File: config.mk
export PLATFORM = sky130hd
export DESIGN_NAME = msx_cas_buffer
export DESIGN_NICKNAME = d
export VERILOG_FILES = /design/src/design/msx_buf_pkg.sv /design/src/design/buffer_arbiter.sv /design/src/design/cas_player.sv /design/src/design/msx_cas_buffer.sv /design/src/design/pack_loader.sv
export SDC_FILE = /design/constraint.sdc
export NUM_CORES = 1
export LEC_CHECK = 0
export BUFFER_PORTS_ARGS = -buffer_cell sky130_fd_sc_hd__buf_2
export CAP_MARGIN = 20
export CORE_ASPECT_RATIO = 0.8
export CORE_UTILIZATION = 62
export CTS_BUF_LIST = sky130_fd_sc_hd__clkbuf_8
export DETAILED_ROUTE_END_ITERATION = 10
export GPL_TIMING_DRIVEN = 0
export PLACE_DENSITY = 0.92
export REMOVE_ABC_BUFFERS = 1
export SYNTH_ARGS = -nofsm -noshare
export SYNTH_HDL_FRONTEND = slang
export SYNTH_SLANG_ARGS = --single-unit
export TNS_END_PERCENT = 100
File: constraint.sdc
create_clock -name clk21m -period 6.2 [get_ports clk21m]
set_clock_uncertainty 0.05 [all_clocks]
set_input_delay 0.31 -clock clk21m [delete_from_list [all_inputs] [get_ports clk21m]]
set_output_delay 0.31 -clock clk21m [all_outputs]
set_load 0.02 [all_outputs]
File: src/design/msx_buf_pkg.sv
`default_nettype none

package msx_buf_pkg;

   // ====================
   // Widths
   // ====================

   // Byte address into the DDR3 buffer
   localparam int BUF_ADDR_W = 28;
   // Byte address into system RAM
   localparam int RAM_ADDR_W = 27;
   // Image length in bytes
   localparam int LEN_W      = 24;
   // Buffer and RAM are byte wide
   localparam int DATA_W     = 8;

   // ====================
   // Bus types
   // ====================

   // Read request toward the buffer, rd is a one-cycle pulse
   typedef struct packed {
      logic                  rd;
      logic [BUF_ADDR_W-1:0] addr;
   } buf_req_t;

   // Read response, data valid only while ready is high
   typedef struct packed {
      logic              ready;
      logic [DATA_W-1:0] data;
   } buf_rsp_t;

   // Byte write into system RAM
   typedef struct packed {
      logic                  we;
      logic [RAM_ADDR_W-1:0] addr;
      logic [DATA_W-1:0]     data;
   } ram_wr_t;

   // Serial tape stream from the cassette player
   typedef struct packed {
      logic bit_valid;
      logic bit_val;
      logic end_of_tape;
   } tape_out_t;

endpackage

`default_nettype wire

File: src/design/buffer_arbiter.sv
`timescale 1ns/1ps
`default_nettype none

module buffer_arbiter (
   input  logic                  clk21m,
   input  logic                  rst,
   input  logic                  pack_busy,
   input  msx_buf_pkg::buf_req_t ld_req,
   output msx_buf_pkg::buf_rsp_t ld_rsp,
   input  msx_buf_pkg::buf_req_t cas_req,
   output msx_buf_pkg::buf_rsp_t cas_rsp,
   output msx_buf_pkg::buf_req_t mem_req,
   input  msx_buf_pkg::buf_rsp_t mem_rsp
);

   import msx_buf_pkg::*;

   logic                  ld_pend_q;
   logic                  cas_pend_q;
   logic [BUF_ADDR_W-1:0] ld_addr_q;
   logic [BUF_ADDR_W-1:0] cas_addr_q;
   logic [BUF_ADDR_W-1:0] ld_addr;
   logic [BUF_ADDR_W-1:0] cas_addr;
   logic                  ld_want;
   logic                  cas_want;
   logic                  grant_ld;
   logic                  grant_cas;
   logic                  busy_q;
   logic                  owner_cas_q;
   logic                  rd_q;
   logic [BUF_ADDR_W-1:0] addr_q;

   // ====================
   // Request side
   // ====================

   // New rd this cycle or one held from earlier
   assign ld_want   = ld_pend_q || ld_req.rd;
   // Tape locked out for the whole pack copy
   assign cas_want  = (cas_pend_q || cas_req.rd) && !pack_busy;
   // Loader first
   assign grant_ld  = !busy_q && ld_want;
   assign grant_cas = !busy_q && !ld_want && cas_want;

   // Address from the live request or the held copy
   assign ld_addr   = ld_req.rd ? ld_req.addr : ld_addr_q;
   assign cas_addr  = cas_req.rd ? cas_req.addr : cas_addr_q;

   always_ff @(posedge clk21m) begin
      if (rst) begin
         ld_pend_q   <= 1'b0;
         cas_pend_q  <= 1'b0;
         busy_q      <= 1'b0;
         owner_cas_q <= 1'b0;
         rd_q        <= 1'b0;
      end else begin
         ld_pend_q  <= ld_want && !grant_ld;
         cas_pend_q <= (cas_pend_q || cas_req.rd) && !grant_cas;
         // One registered cycle to the port
         rd_q       <= grant_ld || grant_cas;
         if (busy_q && mem_rsp.ready) begin
            busy_q <= 1'b0;
         end else if (grant_ld || grant_cas) begin
            busy_q      <= 1'b1;
            owner_cas_q <= grant_cas;
         end
      end
   end

   // Held addresses and port address
   always_ff @(posedge clk21m) begin
      if (ld_req.rd) begin
         ld_addr_q <= ld_req.addr;
      end
      if (cas_req.rd) begin
         cas_addr_q <= cas_req.addr;
      end
      if (grant_ld) begin
         addr_q <= ld_addr;
      end else if (grant_cas) begin
         addr_q <= cas_addr;
      end
   end

   assign mem_req = '{rd: rd_q, addr: addr_q};

   // ====================
   // Response side
   // ====================

   // Ready only to the owner, no added latency
   assign ld_rsp  = '{ready: mem_rsp.ready && busy_q && !owner_cas_q, data: mem_rsp.data};
   assign cas_rsp = '{ready: mem_rsp.ready && busy_q && owner_cas_q, data: mem_rsp.data};

   // Memory answers only reads it was given
   a_rsp_when_busy: assert property (@(posedge clk21m) disable iff (rst)
      mem_rsp.ready |-> busy_q);

   // Single outstanding read on the port
   a_single_outstanding: assert property (@(posedge clk21m) disable iff (rst)
      mem_req.rd |=> (!mem_req.rd until mem_rsp.ready));

endmodule

`default_nettype wire

File: src/design/cas_player.sv
`timescale 1ns/1ps
`default_nettype none

module cas_player #(
   parameter logic [msx_buf_pkg::BUF_ADDR_W-1:0] CAS_BASE = 28'h1400000,
   parameter int                                 BIT_DIV  = 8
) (
   input  logic                          clk21m,
   input  logic                          rst,
   input  logic                          play,
   input  logic                          rewind,
   input  logic [msx_buf_pkg::LEN_W-1:0] cas_len,
   output msx_buf_pkg::buf_req_t         req,
   input  msx_buf_pkg::buf_rsp_t         rsp,
   output msx_buf_pkg::tape_out_t        tape
);

   import msx_buf_pkg::*;

   // Bit timer range 0..BIT_DIV-1
   localparam int               CNT_W   = $clog2(BIT_DIV + 1);
   localparam logic [CNT_W-1:0] CNT_MAX = CNT_W'(BIT_DIV - 1);

   logic [LEN_W-1:0]      idx_q;
   logic                  rd_q;
   logic [BUF_ADDR_W-1:0] rd_addr_q;
   logic                  pend_q;
   logic                  drop_q;
   logic                  hold_full_q;
   logic [DATA_W-1:0]     hold_q;
   logic [DATA_W-1:0]     sh_q;
   logic [3:0]            bits_q;
   logic [CNT_W-1:0]      cnt_q;
   logic                  eot_q;
   logic                  bit_valid_q;
   logic                  bit_val_q;
   logic                  fetch;
   logic                  tick;
   logic                  from_sh;
   logic                  from_hold;
   logic                  drained;
   logic                  rsp_keep;

   // Prefetch when holding register empty and bytes remain
   assign fetch     = !hold_full_q && !pend_q && (idx_q < cas_len);
   // Bit slot reached only while playing
   assign tick      = play && !eot_q && (cnt_q == CNT_MAX);
   assign from_sh   = tick && (bits_q != 4'd0);
   assign from_hold = tick && (bits_q == 4'd0) && hold_full_q;
   // Nothing left anywhere in the pipe
   assign drained   = (bits_q == 4'd0) && !hold_full_q && !pend_q && (idx_q >= cas_len);
   // Responses in flight across a rewind are thrown away
   assign rsp_keep  = rsp.ready && pend_q && !drop_q;

   // ====================
   // Fetch and bit control
   // ====================
   always_ff @(posedge clk21m) begin
      if (rst) begin
         idx_q       <= '0;
         rd_q        <= 1'b0;
         pend_q      <= 1'b0;
         drop_q      <= 1'b0;
         hold_full_q <= 1'b0;
         bits_q      <= 4'd0;
         cnt_q       <= '0;
         eot_q       <= 1'b0;
         bit_valid_q <= 1'b0;
      end else if (rewind) begin
         idx_q       <= '0;
         rd_q        <= 1'b0;
         // Keep tracking a read still in flight but mark it stale
         pend_q      <= pend_q && !rsp.ready;
         drop_q      <= pend_q && !rsp.ready;
         hold_full_q <= 1'b0;
         bits_q      <= 4'd0;
         cnt_q       <= '0;
         eot_q       <= 1'b0;
         bit_valid_q <= 1'b0;
      end else begin
         rd_q        <= 1'b0;
         bit_valid_q <= 1'b0;

         if (fetch) begin
            rd_q   <= 1'b1;
            pend_q <= 1'b1;
            idx_q  <= idx_q + 1'b1;
         end
         if (rsp.ready && pend_q) begin
            pend_q <= 1'b0;
            drop_q <= 1'b0;
         end

         // Holding register
         if (rsp_keep) begin
            hold_full_q <= 1'b1;
         end
         if (from_hold) begin
            hold_full_q <= 1'b0;
         end

         // Bits left in shift register
         if (from_sh) begin
            bits_q <= bits_q - 4'd1;
         end
         if (from_hold) begin
            bits_q <= 4'd7;
         end
         if (from_sh || from_hold) begin
            bit_valid_q <= 1'b1;
         end

         // Level held until rewind
         if (tick && drained) begin
            eot_q <= 1'b1;
         end

         // Timer waits at max when no bit is ready yet
         if (play && !eot_q && (cnt_q != CNT_MAX)) begin
            cnt_q <= cnt_q + 1'b1;
         end else if (from_sh || from_hold) begin
            cnt_q <= '0;
         end
      end
   end

   // Payload registers
   always_ff @(posedge clk21m) begin
      if (fetch) begin
         rd_addr_q <= CAS_BASE + BUF_ADDR_W'(idx_q);
      end
      if (rsp_keep) begin
         hold_q <= rsp.data;
      end
      // MSB first
      if (from_sh) begin
         bit_val_q <= sh_q[7];
         sh_q      <= {sh_q[6:0], 1'b0};
      end else if (from_hold) begin
         bit_val_q <= hold_q[7];
         sh_q      <= {hold_q[6:0], 1'b0};
      end
   end

   assign req  = '{rd: rd_q, addr: rd_addr_q};
   assign tape = '{bit_valid: bit_valid_q, bit_val: bit_val_q, end_of_tape: eot_q};

   // No bit pulse while the tape sits at its end
   a_no_bit_after_eot: assert property (@(posedge clk21m) disable iff (rst)
      tape.bit_valid |-> !tape.end_of_tape);

endmodule

`default_nettype wire

File: src/design/msx_cas_buffer.sv
`timescale 1ns/1ps
`default_nettype none

module msx_cas_buffer #(
   parameter logic [msx_buf_pkg::BUF_ADDR_W-1:0] PACK_BASE = 28'h0000000,
   parameter logic [msx_buf_pkg::BUF_ADDR_W-1:0] CAS_BASE  = 28'h1400000,
   parameter int                                 BIT_DIV   = 8
) (
   input  logic                          clk21m,
   input  logic                          rst,
   input  logic                          dl_start,
   input  logic [msx_buf_pkg::LEN_W-1:0] dl_len,
   input  logic                          play,
   input  logic                          rewind,
   input  logic [msx_buf_pkg::LEN_W-1:0] cas_len,
   output msx_buf_pkg::buf_req_t         mem_req,
   input  msx_buf_pkg::buf_rsp_t         mem_rsp,
   output msx_buf_pkg::ram_wr_t          ram_wr,
   output logic                          load_done,
   output logic                          reset_rq,
   output msx_buf_pkg::tape_out_t        tape
);

   import msx_buf_pkg::*;

   // Client side of the shared buffer port
   buf_req_t ld_req;
   buf_rsp_t ld_rsp;
   buf_req_t cas_req;
   buf_rsp_t cas_rsp;
   logic     pack_busy;

   // ====================
   // ROM pack loader
   // ====================
   pack_loader #(
      .PACK_BASE (PACK_BASE)
   ) i_pack_loader (
      .clk21m    (clk21m),
      .rst       (rst),
      .dl_start  (dl_start),
      .dl_len    (dl_len),
      .pack_busy (pack_busy),
      .req       (ld_req),
      .rsp       (ld_rsp),
      .ram_wr    (ram_wr),
      .load_done (load_done),
      .reset_rq  (reset_rq)
   );

   // ====================
   // Cassette player
   // ====================
   cas_player #(
      .CAS_BASE (CAS_BASE),
      .BIT_DIV  (BIT_DIV)
   ) i_cas_player (
      .clk21m  (clk21m),
      .rst     (rst),
      .play    (play),
      .rewind  (rewind),
      .cas_len (cas_len),
      .req     (cas_req),
      .rsp     (cas_rsp),
      .tape    (tape)
   );

   // ====================
   // Port arbiter
   // ====================
   buffer_arbiter i_buffer_arbiter (
      .clk21m    (clk21m),
      .rst       (rst),
      .pack_busy (pack_busy),
      .ld_req    (ld_req),
      .ld_rsp    (ld_rsp),
      .cas_req   (cas_req),
      .cas_rsp   (cas_rsp),
      .mem_req   (mem_req),
      .mem_rsp   (mem_rsp)
   );

endmodule

`default_nettype wire

File: src/design/pack_loader.sv
`timescale 1ns/1ps
`default_nettype none

module pack_loader #(
   parameter logic [msx_buf_pkg::BUF_ADDR_W-1:0] PACK_BASE = 28'h0000000
) (
   input  logic                          clk21m,
   input  logic                          rst,
   input  logic                          dl_start,
   input  logic [msx_buf_pkg::LEN_W-1:0] dl_len,
   output logic                          pack_busy,
   output msx_buf_pkg::buf_req_t         req,
   input  msx_buf_pkg::buf_rsp_t         rsp,
   output msx_buf_pkg::ram_wr_t          ram_wr,
   output logic                          load_done,
   output logic                          reset_rq
);

   import msx_buf_pkg::*;

   logic [LEN_W-1:0]      len_q;
   logic [LEN_W-1:0]      idx_q;
   logic [LEN_W-1:0]      idx_nxt;
   logic                  rd_q;
   logic [BUF_ADDR_W-1:0] rd_addr_q;
   logic                  wait_q;
   logic                  done_pend_q;
   logic                  we_q;
   logic [RAM_ADDR_W-1:0] wr_addr_q;
   logic [DATA_W-1:0]     wr_data_q;
   logic                  start;
   logic                  rsp_hit;

   // New copy only when idle
   assign start   = dl_start && !pack_busy;
   // Byte for our outstanding read
   assign rsp_hit = wait_q && rsp.ready;
   assign idx_nxt = idx_q + 1'b1;

   // ====================
   // Copy control
   // ====================
   always_ff @(posedge clk21m) begin
      if (rst) begin
         pack_busy   <= 1'b0;
         rd_q        <= 1'b0;
         wait_q      <= 1'b0;
         done_pend_q <= 1'b0;
         we_q        <= 1'b0;
         load_done   <= 1'b0;
         reset_rq    <= 1'b0;
         idx_q       <= '0;
         len_q       <= '0;
      end else begin
         // Pulses by default
         rd_q        <= 1'b0;
         we_q        <= 1'b0;
         done_pend_q <= 1'b0;
         // Done and reset request one cycle after last write
         load_done   <= done_pend_q;
         reset_rq    <= done_pend_q;
         if (done_pend_q) begin
            pack_busy <= 1'b0;
         end

         if (start) begin
            idx_q <= '0;
            len_q <= dl_len;
            // Empty image finishes without any read
            if (dl_len == '0) begin
               done_pend_q <= 1'b1;
            end else begin
               pack_busy <= 1'b1;
               rd_q      <= 1'b1;
               wait_q    <= 1'b1;
            end
         end

         if (rsp_hit) begin
            wait_q <= 1'b0;
            we_q   <= 1'b1;
            idx_q  <= idx_nxt;
            if (idx_nxt == len_q) begin
               done_pend_q <= 1'b1;
            end else begin
               // Next byte right after this one lands
               rd_q   <= 1'b1;
               wait_q <= 1'b1;
            end
         end
      end
   end

   // Address and write payload
   always_ff @(posedge clk21m) begin
      if (start) begin
         rd_addr_q <= PACK_BASE;
      end else if (rsp_hit) begin
         rd_addr_q <= PACK_BASE + BUF_ADDR_W'(idx_nxt);
      end
      if (rsp_hit) begin
         wr_addr_q <= RAM_ADDR_W'(idx_q);
         wr_data_q <= rsp.data;
      end
   end

   assign req    = '{rd: rd_q, addr: rd_addr_q};
   assign ram_wr = '{we: we_q, addr: wr_addr_q, data: wr_data_q};

   // No second read before the arbiter returns the first one
   a_one_outstanding: assert property (@(posedge clk21m) disable iff (rst)
      req.rd |=> (!req.rd until rsp.ready));

endmodule

`default_nettype wire

==> reports/metrics.cfg <==
[finish]
syn2layout_area_growth_pct=14.9
drive_above_1_share_pct=23.4
finalNetCount=1334
antenna_cells=0
layout.cells.non_filler=1533
design_area_mm2=0.0138

[logic_synthesis]
synth_fa_ha_area_share_pct=3.01
seq_area_frac_synth_pct=54.8
synth_ff_type=dfxtp_1
synth_mux_area_share_pct=8.44
ys_warn_count=0
yosysTopAreaCellShare_pct=29.4
synth_compound_area_share_pct=10.1
yosys.area_share.xor_xnor_pct=3.38
yosysTopAreaCell=dfxtp_1
synth_cells=1107
synth_edf_count=102
ys_ff_latch=279
synth.area.top_cells=dfxtp_1 (29%), edfxtp_1 (25%), mux2_2 (7.9%), a21oi_1 (3.4%), nand2_1 (3.1%)
synth_cell_type_count=72
syn_area_mm2=0.0121
avgSynthCellArea_um2=10.9
synthArstFlopShare_pct=0
synth-simple-area-share_pct=15.4
synth_top_family_by_area=simple AND/OR/NAND/NOR gates

[sta]
setup_viol=0
fin_ws_ns=2.33
fin_crit_ns=3.87
tns_ns=0
slew_headroom_pct=31.0
clock.fmax_ghz=0.259
worst_slew_pin_slew_ns=1.03
drv_slew=0
fin_crit_sh_pct=62.4
hold_violations=0
rsz0062_at_grt=false

[setup_path]
reg2reg_to=i_cas_player.idx_q[23]
rr_worst_depth=9
cp-endpoint=i_cas_player.idx_q[23]
reg2reg_from=i_cas_player.idx_q[17]
worstPathRequired_ns=6.61
arrival_ns=4.27
path_max_fanout=21
crit_path_start=i_cas_player.idx_q[17]
cp-end-kind=register
startpoint_type=register
rrSetupSlack_ns=2.33
critPathKind=register to register

[power]
seqPwrFrac_pct=53.8
internal_power_mw=2.88
switchingPower_mw=0.946
combinationalPowerShare_pct=9.4
p_per_area_mw_per_mm2=276
power_leakage_nw=5.50
switching_share_pct=24.7
p_total_mw=3.83
clockPowerShare_pct=36.8
ir_worst_vdd_mv=0.291

[floorplanning]
rows=45
initial_core_util_pct=63.3
core_area_mm2=0.0190
die_w_um=158
dieArea_mm2=0.0200
die_h_um=127
io_pins=132

[cts]
cts_tree=built
clk_pin_slew_ns=0.07
clkLatencyLatePin_ns=0.54
root_buffer=clkbuf_8
htreeDepth=2
cts.sinks=279
clockBufferDepth=3
cts-buffers-inserted=41
cts_setup_buffers=0

[placed_design]
dpl_cell_area_mm2=0.0128
place_inst=1429
pre_cts_ws_ns=2.56
gp_congestion=0.902
dp_hpwl_um=18100
port_buffers=128

[drt]
drt-pass1-iter-count=7
drt_iter0_markers=819
drc=0
antenna_left=0
wl_per_cell_um=17.9
avgViaCountPerCell=5.89
routed_wl_um=27500
vias=9037

[global_routing]
grt_max_degree=86
grt_pass1_vias=8674
grt-ovfl-total=0
grt_first_pass_wirelength_um=43300
antenna_found_initial=0
grt_util_all_layers_pct=27.7

[run]
max_cap_viol_count=0

[min_path]
hold_path_class=input pin to register
hp-start=dl_len[17]

[status]
status=completed

==> power groups by stage <==
| stage | Sequential [mW] | Combinational [mW] | Clock [mW] |
|---|---|---|---|
| final | 2.06 | 0.360 | 1.41 |
| after global routing | 2.07 | 0.392 | 1.50 |
| after global placement | 2.10 | 0.305 | 0 |
| after CTS | 2.06 | 0.354 | 1.42 |
| after detailed placement | 2.10 | 0.338 | 0 |
| after floorplan | 2.12 | 0.170 | 0 |
==> metrics by stage <==
| step | hold WS, ns | util (%) |
|---|---|---|
| 2_1_floorplan | 0.329 | - |
| 3_3_place_gp | 0.396 | 66.3 |
| 3_5_place_dp | 0.403 | 67.0 |
| 4_1_cts | 0.00149 | 72.6 |
| 5_1_grt | 0.0173 | 72.8 |
| 6_report | 0.0166 | 72.8 |
==> final cells by class <==
class                           instances  area [um2]
Fill cell                            1280        5180
Clock inverter                         26         110
Sequential cell                       279        6610
Tap cell                              258         323
Multi-Input combinational cell        714        4880
Inverter                               43         164
Timing Repair Buffer                  164        1090
Clock buffer                           49         674
==> routing by layer <==
metal / up-vias / GRT usage (%) / share of wire (%)
li1: 4248 / - / -
met1: 4341 / 36.8 / 42
met2: 376 / 44.6 / 47
met3: 72 / 6.25 / 7.8
met4: 0 / 9.77 / 2.7
met5: - / 0 / 0
==> sequential cells by signal, summed over array words and instances (netlist names), 4 cells and up <==
register	flops
i_buffer_arbiter.addr_q	28
i_buffer_arbiter.cas_addr_q	28
i_buffer_arbiter.ld_addr_q	28
i_cas_player.rd_addr_q	26
i_cas_player.idx_q	24
i_pack_loader.idx_q	24
i_pack_loader.len_q	24
i_pack_loader.rd_addr_q	24
i_pack_loader.wr_addr_q	24
i_cas_player.hold_q	8
i_pack_loader.wr_data_q	8
i_cas_player.sh_q	7
i_cas_player.bits_q	4
i_cas_player.cnt_q	4
==> cells in the mapped netlist, drive strengths merged, types with 20 or more instances <==
library cell	number
inv	43
nor2	78
nand3	27
a211oi	20
ha	29
nand2	101
buf	37
mux2	85
edfxtp	102
nand4	26
clkbuf	36
xnor2	27
o21ai	42
a21oi	81
dfxtp	177
==> critical path, stage by stage, from the launching register on <==
cell,delay [ns]
dfxtp_1,0.45
ha_1,0.29
a21o_1,0.17
a21o_1,0.18
a21oi_1,0.14
o21ai_0,0.12
a21oi_1,0.52
nand4_1,0.91
or4_1,0.79
a21oi_1,0.16
==> what timing repair did <==
| action | 4_1_cts | 5_1_grt |
|---|---|---|
| hold buffers | 27 | 0 |
| endpoints found under the setup margin | 0 | 0 |
| gates resized for setup | 0 | 0 |
| hold endpoints to repair | 35 | 0 |
==> how the worst min path moves through the flow <==
stage	cells after the start	endpoint
global placement	2	i_pack_loader.rd_addr_q[1]
floorplan	1	i_buffer_arbiter.owner_cas_q
global route	3	i_pack_loader.len_q[23]
CTS	3	i_pack_loader.len_q[17]
detailed placement	2	i_pack_loader.rd_addr_q[1]
finish	3	i_pack_loader.len_q[17]
==> cell usage in the layout (no fill, tap or decap), drive strengths merged, types with 8 or more instances in the layout <==
cell type / count
a211oi: 20
o211ai: 10
nand3: 27
xnor2: 27
ha: 29
a21oi: 81
o21ai: 42
nand4: 26
dfxtp: 177
nor4: 17
nand2b: 8
inv: 64
edfxtp: 102
a21o: 9
or3: 10
xor2: 17
dlygate4sd3: 27
nand2: 101
or4: 12
nor2b: 16
mux2: 85
clkbuf: 49
and3: 10
nor2: 78
buf: 137
nor3: 17
==> cells by family (layout without fill, tap and decap cells) <==
group / after synthesis / count (layout)
buffers and inverters: 116 / 282
and+or+nand+nor: 348 / 348
muxes: 91 / 91
DFF: 279 / 279
xor gates and xnor gates: 45 / 45
other: 1 / 3
AOI/OAI and AO/OA: 198 / 198
adders and majority gates: 29 / 29
No activity file was read; power rests on OpenSTA's default activity.
